==> config.mk <==
export PLATFORM = sky130hd
export DESIGN_NAME = sfp_board_top
export DESIGN_NICKNAME = d
export VERILOG_FILES = /design/src/verilog/wb_pkg.sv /design/src/verilog/sfp_pkg.sv /design/src/verilog/sfp_board_top.sv /design/src/verilog/sfp_led_ctrl.sv /design/src/verilog/sfp_ctrl_regs.sv /design/src/verilog/status_sync.sv /design/src/verilog/reset_sync.sv
export VERILOG_INCLUDE_DIRS = /design/src /design/src/verilog
export SDC_FILE = /design/constraint.sdc
export NUM_CORES = 1
export LEC_CHECK = 0
export BUFFER_PORTS_ARGS = -buffer_cell sky130_fd_sc_hd__buf_2
export CORE_AREA = 2 2 66 68
export DETAILED_ROUTE_END_ITERATION = 10
export DIE_AREA = 0 0 68 70
export HOLD_SLACK_MARGIN = 0.05
export PLACE_DENSITY = 0.82
export SETUP_SLACK_MARGIN = 0.02
export SLEW_MARGIN = 40
export SYNTH_ARGS = -nofsm -noshare
export SYNTH_HDL_FRONTEND = slang
export SYNTH_HIERARCHICAL = 1
export SYNTH_SLANG_ARGS = --single-unit
==> constraint.sdc <==
create_clock -name clk_125mhz_int -period 1.5 [get_ports clk_125mhz_int]
set_input_delay 0.225 -clock clk_125mhz_int [delete_from_list [all_inputs] [get_ports clk_125mhz_int]]
set_output_delay 0.225 -clock clk_125mhz_int [all_outputs]
set_load 0.005 [all_outputs]
==> src/verilog/sfp_consts.svh <==
// SFP board constants
`ifndef SFP_CONSTS_SVH
`define SFP_CONSTS_SVH

// Wishbone word address and data widths
`define SFP_ADDR_W 4
`define SFP_DATA_W 32

// Register word addresses
`define SFP_REG_CTRL   0
`define SFP_REG_STATUS 1
`define SFP_REG_EVENT  2
`define SFP_REG_ID     3

// Value returned by the ID register
`define SFP_ID_VALUE 32'h5F90_0001

// Reset stretch and synchronizer depth
`define SFP_RST_STAGES  4
`define SFP_SYNC_STAGES 2

// LED dividers in clock cycles, small enough for simulation
`define SFP_HEARTBEAT_DIV 16
`define SFP_BLINK_DIV     8

`endif
==> src/verilog/wb_pkg.sv <==
// Wishbone classic bus types
`include "sfp_consts.svh"

package wb_pkg;

    typedef logic [`SFP_ADDR_W-1:0] wb_addr_t;
    typedef logic [`SFP_DATA_W-1:0] wb_data_t;

    // Master to slave, held until ack
    typedef struct packed {
        logic     cyc;
        logic     stb;
        logic     we;
        wb_addr_t adr;
        wb_data_t dat;
    } wb_req_t;

    // Slave to master, dat valid with ack
    typedef struct packed {
        logic     ack;
        wb_data_t dat;
    } wb_rsp_t;

endpackage

==> src/verilog/sfp_pkg.sv <==
// SFP cage pin types
package sfp_pkg;

    // Cage inputs after the pads
    // Last field is bit 0, so mod_abs lands in status bit 0
    typedef struct packed {
        logic sda;
        logic scl;
        logic tx_fault;
        logic rx_los;
        logic mod_abs;
    } sfp_pins_t;

    // Rising-edge events, same order as the event register
    typedef struct packed {
        logic tx_fault_rise;
        logic rx_los_rise;
        logic mod_abs_rise;
    } sfp_event_t;

    // Control word
    // scl_low and sda_low pull the open-drain lines low
    typedef struct packed {
        logic sda_low;
        logic scl_low;
        logic tx_disable;
    } sfp_ctrl_t;

endpackage

==> src/verilog/sfp_board_top.sv <==
// SFP cage management top level
`timescale 1ns/1ps

module sfp_board_top (
    input  logic               clk_125mhz_int,
    input  logic               reset_i,

    // Cage status pins and I2C line levels
    input  logic               sfp_mod_abs_i,
    input  logic               sfp_rx_los_i,
    input  logic               sfp_tx_fault_i,
    input  logic               sfp_scl_i,
    input  logic               sfp_sda_i,

    // Host register bus
    input  wb_pkg::wb_req_t    wb_req_i,
    output wb_pkg::wb_rsp_t    wb_rsp_o,

    // Cage control, I2C as open-drain enables
    output logic               sfp_tx_disable_o,
    output logic               sfp_scl_oe_o,
    output logic               sfp_sda_oe_o,

    // LEDs
    output logic [1:0]         led_o,
    output logic [1:0]         sfp_led_o
);

import sfp_pkg::*;

logic       rst;
sfp_pins_t  pins_raw;
sfp_pins_t  pins_q;
sfp_event_t events;
sfp_event_t pending;
sfp_ctrl_t  ctrl;

// Pad levels into one word
assign pins_raw.mod_abs  = sfp_mod_abs_i;
assign pins_raw.rx_los   = sfp_rx_los_i;
assign pins_raw.tx_fault = sfp_tx_fault_i;
assign pins_raw.scl      = sfp_scl_i;
assign pins_raw.sda      = sfp_sda_i;

reset_sync
reset_sync_inst (
    .clk_125mhz_int(clk_125mhz_int),
    .reset_i(reset_i),
    .rst_o(rst)
);

status_sync
status_sync_inst (
    .clk_125mhz_int(clk_125mhz_int),
    .rst_i(rst),
    .pins_i(pins_raw),
    .pins_o(pins_q),
    .events_o(events)
);

sfp_ctrl_regs
ctrl_regs_inst (
    .clk_125mhz_int(clk_125mhz_int),
    .rst_i(rst),
    .wb_req_i(wb_req_i),
    .wb_rsp_o(wb_rsp_o),
    .pins_i(pins_q),
    .events_i(events),
    .ctrl_o(ctrl),
    .pending_o(pending)
);

sfp_led_ctrl
led_ctrl_inst (
    .clk_125mhz_int(clk_125mhz_int),
    .rst_i(rst),
    .pins_i(pins_q),
    .tx_disable_i(ctrl.tx_disable),
    .pending_i(pending),
    .led_o(led_o),
    .sfp_led_o(sfp_led_o)
);

// Control word out to the cage
assign sfp_tx_disable_o = ctrl.tx_disable;
assign sfp_scl_oe_o     = ctrl.scl_low;
assign sfp_sda_oe_o     = ctrl.sda_low;

endmodule

==> src/verilog/sfp_led_ctrl.sv <==
// Board and cage LED controller
`timescale 1ns/1ps
`include "sfp_consts.svh"

module sfp_led_ctrl (
    input  logic                   clk_125mhz_int,
    input  logic                   rst_i,
    input  sfp_pkg::sfp_pins_t     pins_i,
    input  logic                   tx_disable_i,
    input  sfp_pkg::sfp_event_t    pending_i,
    output logic [1:0]             led_o,
    output logic [1:0]             sfp_led_o
);

localparam int HB_DIV    = `SFP_HEARTBEAT_DIV;
localparam int BLINK_DIV = `SFP_BLINK_DIV;
localparam int HB_W      = $clog2(HB_DIV);
localparam int BLINK_W   = $clog2(BLINK_DIV);

logic [HB_W-1:0]    hb_cnt_q;
logic [BLINK_W-1:0] blink_cnt_q;
logic               hb_q;
logic               pend_led_q;
logic               link_led_q;
logic               fault_led_q;
logic               link_up;

// Module present, signal seen and laser on
assign link_up = !pins_i.mod_abs && !pins_i.rx_los && !tx_disable_i;

// Heartbeat, toggles every HB_DIV cycles
always_ff @(posedge clk_125mhz_int) begin
    if (rst_i) begin
        hb_cnt_q <= '0;
        hb_q     <= 1'b0;
    end else if (hb_cnt_q == HB_W'(HB_DIV - 1)) begin
        hb_cnt_q <= '0;
        hb_q     <= ~hb_q;
    end else begin
        hb_cnt_q <= hb_cnt_q + 1'b1;
    end
end

// Fault blink restarts on every fault, first toggle turns it on
always_ff @(posedge clk_125mhz_int) begin
    if (rst_i || !pins_i.tx_fault) begin
        blink_cnt_q <= '0;
        fault_led_q <= 1'b0;
    end else begin
        if (blink_cnt_q == '0) begin
            fault_led_q <= ~fault_led_q;
        end
        if (blink_cnt_q == BLINK_W'(BLINK_DIV - 1)) begin
            blink_cnt_q <= '0;
        end else begin
            blink_cnt_q <= blink_cnt_q + 1'b1;
        end
    end
end

// Steady indicators
always_ff @(posedge clk_125mhz_int) begin
    if (rst_i) begin
        link_led_q <= 1'b0;
        pend_led_q <= 1'b0;
    end else begin
        link_led_q <= link_up;
        pend_led_q <= |pending_i;
    end
end

assign led_o     = {pend_led_q, hb_q};
assign sfp_led_o = {fault_led_q, link_led_q};

endmodule

==> src/verilog/sfp_ctrl_regs.sv <==
// SFP management register block
`timescale 1ns/1ps
`include "sfp_consts.svh"

module sfp_ctrl_regs (
    input  logic                   clk_125mhz_int,
    input  logic                   rst_i,

    // Wishbone classic slave
    input  wb_pkg::wb_req_t        wb_req_i,
    output wb_pkg::wb_rsp_t        wb_rsp_o,

    // Synchronized cage pins and their edge pulses
    input  sfp_pkg::sfp_pins_t     pins_i,
    input  sfp_pkg::sfp_event_t    events_i,

    // Control word and sticky events
    output sfp_pkg::sfp_ctrl_t     ctrl_o,
    output sfp_pkg::sfp_event_t    pending_o
);

import wb_pkg::*;
import sfp_pkg::*;

localparam int CTRL_W  = $bits(sfp_ctrl_t);
localparam int EVENT_W = $bits(sfp_event_t);
localparam int PINS_W  = $bits(sfp_pins_t);

// Laser off and both I2C lines released
localparam sfp_ctrl_t CTRL_RESET = '{sda_low: 1'b0, scl_low: 1'b0, tx_disable: 1'b1};

logic       req_valid;
logic       req_seen_q;
logic       access;
logic       wr_access;
logic       ack_q;
logic       wr_ctrl;
wb_data_t   rdata;
wb_data_t   rdata_q;
sfp_ctrl_t  ctrl_q;
sfp_event_t pending_q;
sfp_event_t clear_mask;

// Bus cycle decode

assign req_valid = wb_req_i.cyc && wb_req_i.stb;

// Only the first cycle of a strobe is served
// A held strobe gets no second ack
assign access    = req_valid && !req_seen_q;
assign wr_access = access && wb_req_i.we;

always_ff @(posedge clk_125mhz_int) begin
    if (rst_i) begin
        ack_q      <= 1'b0;
        req_seen_q <= 1'b0;
    end else begin
        ack_q      <= access;
        req_seen_q <= req_valid;
    end
end

// Read mux
// Unmapped words read as zero
always_comb begin
    rdata = '0;
    case (wb_req_i.adr)
        wb_addr_t'(`SFP_REG_CTRL): begin
            rdata[CTRL_W-1:0] = ctrl_q;
        end
        wb_addr_t'(`SFP_REG_STATUS): begin
            rdata[PINS_W-1:0] = pins_i;
        end
        wb_addr_t'(`SFP_REG_EVENT): begin
            rdata[EVENT_W-1:0] = pending_q;
        end
        wb_addr_t'(`SFP_REG_ID): begin
            rdata = `SFP_ID_VALUE;
        end
        default: begin
            rdata = '0;
        end
    endcase
end

// Captured on the ack edge, valid while ack is high
always_ff @(posedge clk_125mhz_int) begin
    if (access) begin
        rdata_q <= rdata;
    end
end

// Control register

assign wr_ctrl = wr_access && (wb_req_i.adr == wb_addr_t'(`SFP_REG_CTRL));

always_ff @(posedge clk_125mhz_int) begin
    if (rst_i) begin
        ctrl_q <= CTRL_RESET;
    end else if (wr_ctrl) begin
        ctrl_q <= sfp_ctrl_t'(wb_req_i.dat[CTRL_W-1:0]);
    end
end

// Sticky events, write 1 to clear

always_comb begin
    clear_mask = '0;
    if (wr_access && (wb_req_i.adr == wb_addr_t'(`SFP_REG_EVENT))) begin
        clear_mask = sfp_event_t'(wb_req_i.dat[EVENT_W-1:0]);
    end
end

// A new event in the clearing cycle keeps its bit set
always_ff @(posedge clk_125mhz_int) begin
    if (rst_i) begin
        pending_q <= '0;
    end else begin
        pending_q <= sfp_event_t'((pending_q & ~clear_mask) | events_i);
    end
end

assign ctrl_o    = ctrl_q;
assign pending_o = pending_q;
assign wb_rsp_o  = '{ack: ack_q, dat: rdata_q};

endmodule

==> src/verilog/status_sync.sv <==
// SFP pin synchronizer and edge detector
`timescale 1ns/1ps
`include "sfp_consts.svh"

module status_sync (
    input  logic                   clk_125mhz_int,
    input  logic                   rst_i,
    input  sfp_pkg::sfp_pins_t     pins_i,
    output sfp_pkg::sfp_pins_t     pins_o,
    output sfp_pkg::sfp_event_t    events_o
);

import sfp_pkg::*;

localparam int STAGES = `SFP_SYNC_STAGES;

// Stage 0 samples the asynchronous pins
sfp_pins_t sync_q [STAGES];
sfp_pins_t pins_s;
sfp_pins_t prev_q;

always_ff @(posedge clk_125mhz_int) begin
    sync_q[0] <= pins_i;
    for (int i = 1; i < STAGES; i++) begin
        sync_q[i] <= sync_q[i-1];
    end
end

assign pins_s = sync_q[STAGES-1];

// Cleared in reset so a pin already high gives one event
always_ff @(posedge clk_125mhz_int) begin
    if (rst_i) begin
        prev_q <= '0;
    end else begin
        prev_q <= pins_s;
    end
end

assign pins_o = pins_s;

// One-cycle pulses, aligned with the rise of pins_o
assign events_o.mod_abs_rise  = pins_s.mod_abs && !prev_q.mod_abs;
assign events_o.rx_los_rise   = pins_s.rx_los && !prev_q.rx_los;
assign events_o.tx_fault_rise = pins_s.tx_fault && !prev_q.tx_fault;

endmodule

==> src/verilog/reset_sync.sv <==
// Synchronous reset stretcher
`timescale 1ns/1ps
`include "sfp_consts.svh"

module reset_sync #(
    parameter int N = `SFP_RST_STAGES
) (
    input  logic clk_125mhz_int,
    input  logic reset_i,
    output logic rst_o
);

// Loaded with ones during reset, drained by zeros afterwards
logic [N-1:0] stretch_q;

always_ff @(posedge clk_125mhz_int) begin
    if (reset_i) begin
        stretch_q <= '1;
    end else begin
        stretch_q <= stretch_q << 1;
    end
end

// Held for N cycles after reset_i falls
assign rst_o = stretch_q[N-1];

endmodule

==> flow_metrics.py <==
metrics = {
    "synthesis": {
        "synthMuxAreaShare": 0.0338,
        "synth_simple_gate_area_share": 0.199,
        "syn_area_per_cell_sq_um": 10.8,
        "synth_cell_types": 31,
        "syn_area_sq_um": 1780,
        "yosys-top-cells-area": "dfxtp_1 (41%), buf_4 (16%), edfxtp_1 (10%), mux2i_1 (3.4%), ha_1 (2.8%)",
        "synth_seq_cells": 42,
        "synth_top_family_by_area": "simple AND/OR/NAND/NOR gates",
        "synth_area_leader_cell": "dfxtp_1",
        "yosys_warnings": 6,
        "synth-xor-area-share": 0.0148,
        "synthCells": 164,
        "ys_seq_area_frac": 0.507,
        "synth_top_area_share": 0.405,
        "synth-adder-area-share": 0.0281,
        "synth_compound_area_frac": 0.0373,
    },
    "critical_path": {
        "cp-end-kind": "flip-flop",
        "critical-path-slowest-cell": "dfxtp_1",
        "path_max_fanout": 3,
        "slowest_delay_ns": 0.33,
        "startpoint_type": "flip-flop",
        "worstPathCellList": "or2b_1, nor4_2, a311oi_1",
        "critPathArrivalTime_ns": 1.32,
        "r2r_cells": 3,
        "critPathRequiredTime_ns": 1.65,
        "critPathKind": "flip-flop to flip-flop",
    },
    "placed_design": {
        "routabilityCongestion": 0.716,
        "hpwl_um": 1950,
        "io_buffer_count": 37,
        "place_inst": 233,
    },
    "routing": {
        "antenna_left": 0,
        "drt-wirelength-per-cell_um": 10.3,
        "drtPass1Iterations": 3,
        "vias": 1069,
        "drtIter0Drc": 63,
        "drc": 0,
        "wl_um": 2530,
        "via_per_inst": 4.35,
    },
    "outcome": {
        "status": "finished, final reports clean",
    },
    "cells_and_area": {
        "drive_above_1_share": 0.273,
        "antenna_cells": 0,
        "final_cell_mix": "buf_2 (37), dfxtp_1 (36), conb_1 (19)",
        "layout.nets": 243,
        "stdcell_count": 246,
        "area_growth_pct": 11.0,
        "layout_commonest_cell": "buf_2",
    },
    "timing": {
        "worst_pin_slew_ns": 0.532,
        "setup-violations-final": 0,
        "setup-tns-final_ns": 0,
        "finalMaxSlewViolations": 0,
        "fmax_mhz": 854,
        "hold_violations": 0,
        "min_period_ns": 1.17,
        "relSlewSlack": 0.645,
        "timing.final.crit_share": 0.781,
        "rsz0062_at_grt": "false",
        "final.setup_skew_ns": 0.00562,
    },
    "cts": {
        "clk_pin_slew_ns": 0.08,
        "cts_max_level": 2,
        "cts_sinks": 42,
        "cts_root_buf": "clkbuf_8",
        "cts_buffers": 5,
        "post_cts_buffers": 0,
        "clock_path_buffers": 2,
        "insertion_delay_ns": 0.28,
        "cts_tree": "built",
    },
    "global_routing": {
        "grt_pass1_wl_um": 4270,
        "grt_start_max_net_pins": 18,
        "antenna_found_initial": 0,
        "grt_usage": 0.119,
        "grt_pass1_vias": 974,
        "grt-ovfl-total": 0,
    },
    "floorplan": {
        "start_util": 0.429,
        "io_pins": 86,
        "die_y_um": 70,
        "rows": 24,
        "core_area_sq_um": 4140,
        "dieArea_sq_um": 4760,
        "die_w_um": 68,
    },
    "hold_path": {
        "worstHoldPathCells": 1,
        "hold_path.class": "primary input to flip-flop",
    },
    "pwr": {
        "ir_drop_uv": 644,
        "leakage_nw": 0.853,
        "p_per_area_nw_per_um2": 1090,
    },
    "run": {
        "maxCapViolations": 0,
    },
}
[cells in the mapped netlist (all sizes together)]
cell     instances
a21boi           2
nand2b           2
nand4b           1
xnor2            3
nor2            13
nand2            4
buf             38
conb             1
dfxtp           36
nor2b            8
or2b             4
and2             1
clkbuf           1
inv              7
a311oi           3
nor4             3
nor3b            5
or2              5
nor3             4
mux2i            6
and3             1
edfxtp           6
o21ai            3
nand4bb          1
ha               4
a21oi            2
[flip-flops by register name (all words and copies together), names as in the netlist]
register	count
status_sync_inst/sync_q	10
ctrl_regs_inst/rdata_q	6
led_ctrl_inst/hb_cnt_q	4
reset_sync_inst/stretch_q	4
ctrl_regs_inst/ctrl_o	3
ctrl_regs_inst/pending_o	3
led_ctrl_inst/blink_cnt_q	3
status_sync_inst/prev_q	3
ctrl_regs_inst/ack_q	1
ctrl_regs_inst/req_seen_q	1
led_ctrl_inst/fault_led_q	1
led_ctrl_inst/hb_q	1
led_ctrl_inst/link_led_q	1
led_ctrl_inst/pend_led_q	1
[routing by layer]
layer / wire length (um) / share of wire / vias to the layer above / GRT usage
met4: 24 / 0.0095 / 0 / 0.0467
met1: 1070 / 0.42 / 488 / 0.140
met5: 0 / 0 / - / 0
li1: - / - / 539 / -
met3: 179 / 0.071 / 2 / 0.0435
met2: 1260 / 0.50 / 40 / 0.192
[cells by family (layout without fill, tap and decap cells)]
kind of cell | Yosys count | after routing
muxes | 6 | 6
xor gates and xnor gates | 3 | 3
other | 1 | 19
AOI/OAI and AO/OA | 10 | 10
and+or+nand+nor | 52 | 52
buffers and inverters | 46 | 58
DFF | 42 | 42
adders and majority gates | 4 | 4
[worst max-delay path: cells and delay by family, from the launching register on]
| kind | cells | cell delay [ns] |
|---|---|---|
| DFF | 1 | 0.33 |
| AOI/OAI and AO/OA | 1 | 0.15 |
| and+or+nand+nor | 2 | 0.56 |
[worst paths after layout]
| path | endpoint | from | slack, ns |
|---|---|---|---|
| max | ctrl_regs_inst/pending_o[0]$_SDFF_PP0_ | ctrl_regs_inst/req_seen_q$_SDFF_PP0_ | 0.33 |
| min | reset_sync_inst/stretch_q[0]$_DFF_P_ | reset_i | 0.07 |
| max reg2reg | ctrl_regs_inst/pending_o[0]$_SDFF_PP0_ | ctrl_regs_inst/req_seen_q$_SDFF_PP0_ | 0.33 |
| min reg2reg | status_sync_inst/sync_q[0][5]$_DFF_P_ | status_sync_inst/sync_q[0][0]$_DFF_P_ | 0.33 |
[metrics by stage]
step | utilization | area (sq um) | setup WS [ns] | power, mW | hold slack [ns]
2_1_floorplan | - | 1850 | 0.442 | 1.33 | 0.253
3_3_place_gp | 0.438 | 1810 | 0.283 | 1.32 | 0.310
3_5_place_dp | 0.438 | 1810 | 0.251 | 1.32 | 0.315
4_1_cts | 0.476 | 1970 | 0.326 | 2.18 | 0.0604
5_1_grt | 0.476 | 1970 | 0.226 | 2.26 | 0.0627
6_report | 0.476 | 1970 | 0.329 | 2.15 | 0.0704
[timing repair]
item,CTS,global route
hold buffers,5,0
resized for setup,0,0
hold endpoints to repair,5,0
[cell type report]
type / instances / area (sq um)
Sequential cell: 42 / 901
Multi-Input combinational cell: 94 / 628
Tap cell: 52 / 65.1
Inverter: 7 / 26.3
Clock inverter: 2 / 37.5
Clock buffer: 6 / 72.6
Fill cell: 382 / 2170
Timing Repair Buffer: 43 / 243
[where the power goes]
part	switching, mW	leakage, nW	total, mW	internal (mW)
Sequential	0.0167	0.355	1.19	1.17
Combinational	0.0594	0.447	0.118	0.0585
Clock	0.352	0.0514	0.848	0.496
Note: power is estimated with default switching activity, not from simulation.
